`config.mk`:
```
export PLATFORM = sky130hd
export DESIGN_NAME = exec_lane_top
export DESIGN_NICKNAME = d
export VERILOG_FILES = /design/src/hw/alu_pkg.sv /design/src/hw/issue_decode.sv /design/src/hw/simple_alu.sv /design/src/hw/exec_result.sv /design/src/hw/exec_lane_top.sv
export SDC_FILE = /design/constraint.sdc
export NUM_CORES = 1
export LEC_CHECK = 0
export BUFFER_PORTS_ARGS = -buffer_cell sky130_fd_sc_hd__buf_4
export CORE_AREA = 3 3 180 182
export DETAILED_ROUTE_END_ITERATION = 8
export DIE_AREA = 0 0 183 185
export SLEW_MARGIN = 10
export SYNTH_ARGS = -nofsm -noshare
export SYNTH_HDL_FRONTEND = slang
export SYNTH_SLANG_ARGS = --single-unit
```
`constraint.sdc`:
```
create_clock -name clk_i -period 4.49 [get_ports clk_i]
set_clock_uncertainty 0.15 [all_clocks]
set_input_delay 0.2245 -clock clk_i [delete_from_list [all_inputs] [get_ports clk_i]]
set_output_delay 0.2245 -clock clk_i [all_outputs]
set_load 0.05 [all_outputs]
```
`src/hw/alu_pkg.sv`:
```
/*
 * ALU package for the integer execute lane.
 * Holds the data widths, the instruction opcode encoding
 * and the internal ALU operation codes.
 */
package alu_pkg;

    localparam int DATA_W  = 32;  // Operand and result width.
    localparam int IMM_W   = 16;  // Instruction immediate width.
    localparam int SHAMT_W = 5;   // Shift amount width.

    // Issue opcodes; codes not listed here are illegal.
    typedef enum logic [5:0] {
        NOP    = 6'h00,
        ADD    = 6'h01,
        ADDI   = 6'h02,
        ADDU   = 6'h03,
        ADDIU  = 6'h04,
        SUB    = 6'h05,
        SUBU   = 6'h06,
        MFHI   = 6'h07,
        MTHI   = 6'h08,
        MFLO   = 6'h09,
        MTLO   = 6'h0a,
        AND_OP = 6'h0b,
        ANDI   = 6'h0c,
        OR_OP  = 6'h0d,
        ORI    = 6'h0e,
        XOR_OP = 6'h0f,
        XORI   = 6'h10,
        NOR_OP = 6'h11,
        SLL    = 6'h12,
        SLLV   = 6'h13,
        SRL    = 6'h14,
        SRLV   = 6'h15,
        SRA    = 6'h16,
        SRAV   = 6'h17,
        SLT    = 6'h18,
        SLTI   = 6'h19,
        SLTU   = 6'h1a,
        SLTIU  = 6'h1b,
        LUI    = 6'h1c
    } opcode_e;

    // Operations the ALU datapath knows about.
    typedef enum logic [3:0] {
        ALU_ADD  = 4'h0,
        ALU_SUB  = 4'h1,
        ALU_AND  = 4'h2,
        ALU_OR   = 4'h3,
        ALU_XOR  = 4'h4,
        ALU_NOR  = 4'h5,
        ALU_SLL  = 4'h6,
        ALU_SRL  = 4'h7,
        ALU_SRA  = 4'h8,
        ALU_SLT  = 4'h9,
        ALU_SLTU = 4'ha,
        ALU_LUI  = 4'hb,
        ALU_PASS = 4'hc
    } alu_op_e;

endpackage

```
`src/hw/issue_decode.sv`:
```
/*
 * Issue decode stage.
 * Registers the issue packet and maps the opcode onto an ALU
 * operation, selected operands and the flag check enables.
 */
module issue_decode (
    input  logic                         clk_i,
    input  logic                         arst_n_i,
    input  logic                         valid_i,
    input  alu_pkg::opcode_e             opcode_i,
    input  logic [alu_pkg::DATA_W-1:0]   data1_i,
    input  logic [alu_pkg::DATA_W-1:0]   data2_i,
    input  logic [alu_pkg::IMM_W-1:0]    immd_i,
    output logic                         valid_o,
    output alu_pkg::alu_op_e             op_o,
    output logic [alu_pkg::DATA_W-1:0]   opa_o,
    output logic [alu_pkg::DATA_W-1:0]   opb_o,
    output logic [alu_pkg::SHAMT_W-1:0]  shamt_o,
    output logic                         ovf_en_o,
    output logic                         illegal_o,
    output logic                         nop_o
);
    import alu_pkg::*;

    logic [DATA_W-1:0]  imm_sext;
    logic [DATA_W-1:0]  imm_zext;
    alu_op_e            op_d;
    logic [DATA_W-1:0]  opa_d;
    logic [DATA_W-1:0]  opb_d;
    logic [SHAMT_W-1:0] shamt_d;
    logic               ovf_en_d;
    logic               illegal_d;
    logic               nop_d;

    assign imm_sext = {{(DATA_W-IMM_W){immd_i[IMM_W-1]}}, immd_i};
    assign imm_zext = {{(DATA_W-IMM_W){1'b0}}, immd_i};

    always_comb begin
        op_d      = ALU_PASS;
        opa_d     = data1_i;
        opb_d     = data2_i;
        shamt_d   = immd_i[SHAMT_W-1:0];  // Immediate shift amount by default.
        ovf_en_d  = 1'b0;
        illegal_d = 1'b0;
        nop_d     = 1'b0;
        case (opcode_i)
            NOP:                    nop_d = 1'b1;
            ADD, SUB:               begin
                op_d     = (opcode_i == ADD) ? ALU_ADD : ALU_SUB;
                ovf_en_d = 1'b1;
            end
            ADDI:                   begin
                op_d     = ALU_ADD;
                opb_d    = imm_sext;
                ovf_en_d = 1'b1;
            end
            ADDU:                   op_d = ALU_ADD;
            ADDIU:                  begin
                op_d  = ALU_ADD;
                opb_d = imm_sext;
            end
            SUBU:                   op_d = ALU_SUB;
            MFHI, MTHI, MFLO, MTLO: op_d = ALU_PASS;  // Forward operand A.
            AND_OP:                 op_d = ALU_AND;
            OR_OP:                  op_d = ALU_OR;
            XOR_OP:                 op_d = ALU_XOR;
            NOR_OP:                 op_d = ALU_NOR;
            ANDI, ORI, XORI:        begin
                op_d  = (opcode_i == ANDI) ? ALU_AND : (opcode_i == ORI) ? ALU_OR : ALU_XOR;
                opb_d = imm_zext;
            end
            SLL:                    op_d = ALU_SLL;
            SRL:                    op_d = ALU_SRL;
            SRA:                    op_d = ALU_SRA;
            SLLV, SRLV, SRAV:       begin
                op_d    = (opcode_i == SLLV) ? ALU_SLL : (opcode_i == SRLV) ? ALU_SRL : ALU_SRA;
                opa_d   = data2_i;                // Value to shift comes from data2.
                shamt_d = data1_i[SHAMT_W-1:0];
            end
            SLT:                    op_d = ALU_SLT;
            SLTU:                   op_d = ALU_SLTU;
            SLTI, SLTIU:            begin
                op_d  = (opcode_i == SLTI) ? ALU_SLT : ALU_SLTU;
                opb_d = (opcode_i == SLTI) ? imm_sext : imm_zext;
            end
            LUI:                    begin
                op_d  = ALU_LUI;
                opb_d = imm_zext;
            end
            default:                illegal_d = 1'b1;  // Unknown encoding.
        endcase
    end

    always_ff @(posedge clk_i or negedge arst_n_i) begin
        if (!arst_n_i) begin
            valid_o   <= 1'b0;
            ovf_en_o  <= 1'b0;
            illegal_o <= 1'b0;
            nop_o     <= 1'b0;
        end else begin
            valid_o   <= valid_i;
            ovf_en_o  <= ovf_en_d;
            illegal_o <= illegal_d;
            nop_o     <= nop_d;
        end
    end

    // Operand payload is only loaded for a valid packet.
    always_ff @(posedge clk_i) begin
        if (valid_i) begin
            op_o    <= op_d;
            opa_o   <= opa_d;
            opb_o   <= opb_d;
            shamt_o <= shamt_d;
        end
    end

    a_opcode_known: assert property (@(posedge clk_i) disable iff (!arst_n_i)
        valid_i |-> !$isunknown(opcode_i));

endmodule

```
`src/hw/simple_alu.sv`:
```
/*
 * Combinational ALU of the execute lane.
 * One shared adder serves add, subtract and both compares;
 * signed overflow is flagged for add and subtract.
 */
module simple_alu (
    input  alu_pkg::alu_op_e             op_i,
    input  logic [alu_pkg::DATA_W-1:0]   opa_i,
    input  logic [alu_pkg::DATA_W-1:0]   opb_i,
    input  logic [alu_pkg::SHAMT_W-1:0]  shamt_i,
    output logic [alu_pkg::DATA_W-1:0]   result_o,
    output logic                         overflow_o
);
    import alu_pkg::*;

    logic              sub_mode;
    logic [DATA_W-1:0] b_eff;
    logic [DATA_W:0]   sum_full;
    logic [DATA_W-1:0] sum;
    logic              carry_out;
    logic              ovf_raw;
    logic              lt_signed;
    logic              lt_unsigned;
    logic [DATA_W-1:0] shl;
    logic [DATA_W-1:0] shr_log;
    logic [DATA_W-1:0] shr_ari;
    logic [DATA_W-1:0] lui_val;

    // Compares reuse the subtractor.
    assign sub_mode = (op_i == ALU_SUB) || (op_i == ALU_SLT) || (op_i == ALU_SLTU);

    // Two's complement subtract as A + ~B + 1.
    assign b_eff     = sub_mode ? ~opb_i : opb_i;
    assign sum_full  = {1'b0, opa_i} + {1'b0, b_eff} + {{DATA_W{1'b0}}, sub_mode};
    assign sum       = sum_full[DATA_W-1:0];
    assign carry_out = sum_full[DATA_W];

    // Same input signs, result sign flipped.
    assign ovf_raw = (opa_i[DATA_W-1] == b_eff[DATA_W-1]) &&
                     (sum[DATA_W-1] != opa_i[DATA_W-1]);

    // Signed less-than is the difference sign corrected by overflow.
    assign lt_signed   = sum[DATA_W-1] ^ ovf_raw;
    // No carry out of A + ~B + 1 means A < B unsigned.
    assign lt_unsigned = ~carry_out;

    assign shl     = opa_i << shamt_i;
    assign shr_log = opa_i >> shamt_i;
    assign shr_ari = DATA_W'($signed(opa_i) >>> shamt_i);  // Sign bit fills from the left.

    assign lui_val = {opb_i[IMM_W-1:0], {(DATA_W-IMM_W){1'b0}}};

    always_comb begin
        case (op_i)
            ALU_ADD:  result_o = sum;
            ALU_SUB:  result_o = sum;
            ALU_AND:  result_o = opa_i & opb_i;
            ALU_OR:   result_o = opa_i | opb_i;
            ALU_XOR:  result_o = opa_i ^ opb_i;
            ALU_NOR:  result_o = ~(opa_i | opb_i);
            ALU_SLL:  result_o = shl;
            ALU_SRL:  result_o = shr_log;
            ALU_SRA:  result_o = shr_ari;
            ALU_SLT:  result_o = {{(DATA_W-1){1'b0}}, lt_signed};
            ALU_SLTU: result_o = {{(DATA_W-1){1'b0}}, lt_unsigned};
            ALU_LUI:  result_o = lui_val;
            ALU_PASS: result_o = opa_i;       // HI/LO moves and fallback.
            default:  result_o = opa_i;
        endcase
    end

    // Only arithmetic ops can report overflow.
    assign overflow_o = ovf_raw && ((op_i == ALU_ADD) || (op_i == ALU_SUB));

endmodule

```
`src/hw/exec_result.sv`:
```
/*
 * Result stage of the execute lane.
 * Registers the ALU result and forms the executed and
 * exception flags for each packet.
 */
module exec_result (
    input  logic                        clk_i,
    input  logic                        arst_n_i,
    input  logic                        valid_i,
    input  logic [alu_pkg::DATA_W-1:0]  result_i,
    input  logic                        overflow_i,
    input  logic                        ovf_en_i,
    input  logic                        illegal_i,
    input  logic                        nop_i,
    output logic                        valid_o,
    output logic [alu_pkg::DATA_W-1:0]  result_o,
    output logic                        executed_o,
    output logic                        exception_o
);
    import alu_pkg::*;

    logic              no_result;
    logic              executed_d;
    logic              exception_d;
    logic [DATA_W-1:0] result_d;

    assign no_result = nop_i || illegal_i;

    assign executed_d  = valid_i && !no_result;
    assign exception_d = valid_i && (illegal_i || (overflow_i && ovf_en_i));

    // NOP and illegal packets return zero.
    assign result_d = no_result ? {DATA_W{1'b0}} : result_i;

    always_ff @(posedge clk_i or negedge arst_n_i) begin
        if (!arst_n_i) begin
            valid_o     <= 1'b0;
            executed_o  <= 1'b0;
            exception_o <= 1'b0;
        end else begin
            valid_o     <= valid_i;       // One-cycle pulse.
            executed_o  <= executed_d;
            exception_o <= exception_d;
        end
    end

    always_ff @(posedge clk_i or negedge arst_n_i) begin
        if (!arst_n_i) begin
            result_o <= {DATA_W{1'b0}};
        end else if (valid_i) begin
            result_o <= result_d;         // Held between packets.
        end
    end

    // A packet is at most one of NOP, illegal or trapping arithmetic.
    a_flags_exclusive: assert property (@(posedge clk_i) disable iff (!arst_n_i)
        valid_i |-> $onehot0({nop_i, illegal_i, ovf_en_i}));

endmodule

```
`src/hw/exec_lane_top.sv`:
```
/*
 * Integer execute lane top level.
 * Decode, ALU and result stages in a two-cycle pipeline.
 */
module exec_lane_top (
    input  logic                        clk_i,
    input  logic                        arst_n_i,
    input  logic                        valid_i,
    input  alu_pkg::opcode_e            opcode_i,
    input  logic [alu_pkg::DATA_W-1:0]  data1_i,
    input  logic [alu_pkg::DATA_W-1:0]  data2_i,
    input  logic [alu_pkg::IMM_W-1:0]   immd_i,
    output logic                        valid_o,
    output logic [alu_pkg::DATA_W-1:0]  result_o,
    output logic                        executed_o,
    output logic                        exception_o
);
    import alu_pkg::*;

    logic               valid_q;
    alu_op_e            op_q;
    logic [DATA_W-1:0]  opa_q;
    logic [DATA_W-1:0]  opb_q;
    logic [SHAMT_W-1:0] shamt_q;
    logic               ovf_en_q;
    logic               illegal_q;
    logic               nop_q;
    logic [DATA_W-1:0]  alu_result;
    logic               alu_overflow;

    issue_decode u_decode (
        .clk_i     (clk_i),
        .arst_n_i  (arst_n_i),
        .valid_i   (valid_i),
        .opcode_i  (opcode_i),
        .data1_i   (data1_i),
        .data2_i   (data2_i),
        .immd_i    (immd_i),
        .valid_o   (valid_q),
        .op_o      (op_q),
        .opa_o     (opa_q),
        .opb_o     (opb_q),
        .shamt_o   (shamt_q),
        .ovf_en_o  (ovf_en_q),
        .illegal_o (illegal_q),
        .nop_o     (nop_q)
    );

    simple_alu u_alu (
        .op_i       (op_q),
        .opa_i      (opa_q),
        .opb_i      (opb_q),
        .shamt_i    (shamt_q),
        .result_o   (alu_result),
        .overflow_o (alu_overflow)
    );

    exec_result u_result (
        .clk_i       (clk_i),
        .arst_n_i    (arst_n_i),
        .valid_i     (valid_q),
        .result_i    (alu_result),
        .overflow_i  (alu_overflow),
        .ovf_en_i    (ovf_en_q),
        .illegal_i   (illegal_q),
        .nop_i       (nop_q),
        .valid_o     (valid_o),
        .result_o    (result_o),
        .executed_o  (executed_o),
        .exception_o (exception_o)
    );

endmodule

```
==> out/qor.yml <==
status:
  status: "finished clean"
hold_path:
  hold_path.class: "in2reg"
route:
  routed.top_layer: "met5"
  drtPass1Iterations: 6
  wl_met3_mm: 5.95
  num_vias: 12712
  via_per_inst: 6.62
  wl_per_cell_um: 27.8
  drc_errors: 0
  ant_nets: 0
  met1Wirelength_mm: 21.9
  first_iter_violations: 1750
  wl_met2_mm: 22.0
  wl_mm: 53.4
placement:
  port_buffers: 123
  place_ws_ns: 0.442
  hpwl_mm: 40.2
  place_area_um2: 14200
  gp_congestion: 1.05
  dp.cells: 1881
setup_path:
  crit_cells: 15
  r2r_start: "u_decode.op_o[1]"
  critical_path_class: "reg2reg"
  cp_slowest_stage_delay_ns: 0.46
  crit_start: "u_decode.op_o[1]"
  worst-path-buf-inv: 1
  cp_common_cell: "a21oi_1"
  cp_cell_sequence: "and2b_1 > a21oi_1 > nor2_4 > buf_12 > xnor2_1 > ha_1 > a21oi_1 > o21ai_0 > a2111oi_0 > nor3b_2 > nor2_1 > a21oi_2 > o21ai_1 > or3_1 > nand3_1"
  cp_max_fo: 11
  r2r_slack_ns: 0.36
  worstRegToRegCells: 15
  cp.required_ns: 4.66
  critPathTopFamily: "simple AND/OR/NAND/NOR gates"
  cp-endpoint: "u_result.result_o[29]"
  end_kind: "register"
  start_kind: "register"
  r2r_end: "u_result.result_o[29]"
  cp.arrival_ns: 4.30
  slowest_stage: "edfxtp_1"
clock_network:
  htreeDepth: 3
  cts_root_buffer: "clkbuf_16"
  post-cts-setup-buffers: 0
  cts_made_buffers: 9
  cts_tree: "yes"
  cts.sinks: 112
  insertion_delay_ns: 0.37
  cts_buffer_depth: 2
  ctsResizeCount: 0
  cts.clk_slew.worst_paths_ns: 0.10
synthesis:
  seq_area_frac_synth_pct: 24.4
  synth_ff_type: "edfxtp_1"
  async_flop_share_pct: 34.8
  synth.cell_area_um2: 13000
  netlist_instances: 1442
  ys_ff_latch: 112
  yosys_warnings: 0
  avgSynthCellArea_um2: 8.99
  synth-edff-count: 73
  synth_cell_type_count: 89
  yosysMostFrequentCell: "nor2_1"
  synthesis.nets: 1627
  synth_top_area_share_pct: 16.9
  netlist_top_cells_count: "nor2_1, a21oi_1, ha_1, o21ai_0, nand2_1"
  yosys.area.top_type: "edfxtp_1"
  synth.top_cells.by_area: "edfxtp_1, mux4_2, ha_1"
cells_and_area:
  area_growth_pct: 13.7
  drive_above_1_share_pct: 21.7
  multi_input_area_um2: 8910
  final_area_um2: 14700
  antenna_cells: 0
  n_fill_cell: 2963
  layout.area.seq_um2: 3170
  layoutNonFillerInstCount: 1920
  post-route-util_pct: 48.0
  nNetsFinal: 1704
grt:
  grt_pass1_vias: 12152
  grt_pass1_wl_mm: 78.8
  grt_usage_pct: 31.1
  antenna_found_initial: 1
  grt_start_max_net_pins: 84
  grt-ovfl-total: 0
sta:
  setup_violations: 0
  fin_ws_ns: 0.362
  fin_crit_sh_pct: 91.9
  fmaxAchievable_mhz: 242
  slew_viol_final: 0
  tns_ns: 0
  holdWs_ns: 0.00440
  rsz0062_at_grt: "no"
  tightest_slew_ns: 1.05
  fin_crit_ns: 4.13
  hold_viol: 0
  max-slew-margin-rel_pct: 28.2
floorplanning:
  core_area_um2: 30700
  dieWidth_um: 183
  die-area_um2: 33900
  core.rowCount: 64
  io_pins: 124
  initial_core_util_pct: 42.2
  die_h_um: 185
run:
  maxCapViolations: 0
power_and_ir_drop:
  fin_total_pwr_mw: 4.72
  irDropWorstVdd_v: 0.000178
  p_leak_nw: 6.08
  powerDensity_nw_per_um2: 320
## cells in the final DEF (no fill, tap or decap), types with 44 or more instances in the layout
cell / n
buf_4: 164
nor2_1: 145
a21oi_1: 100
ha_1: 95
o21ai_0: 94
nand2_1: 93
inv_1: 77
edfxtp_1: 73
mux4_2: 61
mux2_2: 56
xnor2_1: 45
mux2i_1: 44
## final cells by class
cell class / instances / share of cell area, %
tap: 396 / 3.36
timing repair buffer: 191 / 10.5
multi-input combinational: 1125 / 60.4
clock buffer: 10 / 1.70
clock inverter: 6 / 0.526
sequential: 112 / 21.5
inverter: 80 / 2.04
## registers in the layout, indices dropped and copies added, names as in the netlist
name,flops
u_decode.opa_o,32
u_decode.opb_o,32
u_result.result_o,32
u_decode.shamt_o,5
u_decode.op_o,4
u_decode.illegal_o,1
u_decode.nop_o,1
u_decode.ovf_en_o,1
u_decode.valid_o,1
u_result.exception_o,1
u_result.executed_o,1
u_result.valid_o,1
## worst min-delay path by stage
stage / start / to / slack (ns) / depth (start not counted)
2_1_floorplan: arst_n_i / u_decode.illegal_o / -0.22 / 0
3_3_place_gp: arst_n_i / u_result.result_o[1] / 0.08 / 1
3_5_place_dp: arst_n_i / u_result.result_o[2] / 0.09 / 1
4_1_cts: data1_i[21] / u_decode.opa_o[21] / 0.0002 / 2
5_1_grt: data1_i[15] / u_decode.opa_o[15] / 0.0002 / 2
6_report: data2_i[27] / u_decode.opb_o[27] / 0.004 / 2
## cells by family after synthesis
kind of cell	Yosys count	share of synthesized area, %
buffers and inverters	205	7.04
AOI/OAI and AO/OA	428	22.5
xor gates and xnor gates	59	3.98
muxes	163	19.3
DFF	112	24.4
and+or+nand+nor	378	13.4
adders and majority gates	97	9.40
## worst reg2reg max path, delay by kind of cell (launching register included)
family | cells | cell delay (ns)
simple gates | 6 | 1.54
compound gates | 6 | 1.22
flops | 1 | 0.46
fa+ha+maj | 1 | 0.38
buf+inv | 1 | 0.21
xor+xnor | 1 | 0.13
## routing by layer
| metal | vias to the layer above | track usage (%) |
|---|---|---|
| li1 | 5607 | - |
| met1 | 6074 | 43.1 |
| met2 | 866 | 45.5 |
| met3 | 163 | 6.54 |
| met4 | 2 | 16.9 |
| met5 | - | 0 |
## power by group
part	internal [mW]	total (mW)	switching, mW
registers	1.22	1.46	0.238
clock network	0.436	0.889	0.453
logic	0.929	2.37	1.45
total	2.59	4.72	2.14
## what timing repair did
| item | in CTS | in global routing |
|---|---|---|
| endpoints found under the hold margin | 59 | 0 |
| hold buffers | 23 | 0 |
| setup endpoints to repair | 0 | 0 |
Power figures use the tool's default switching activity.
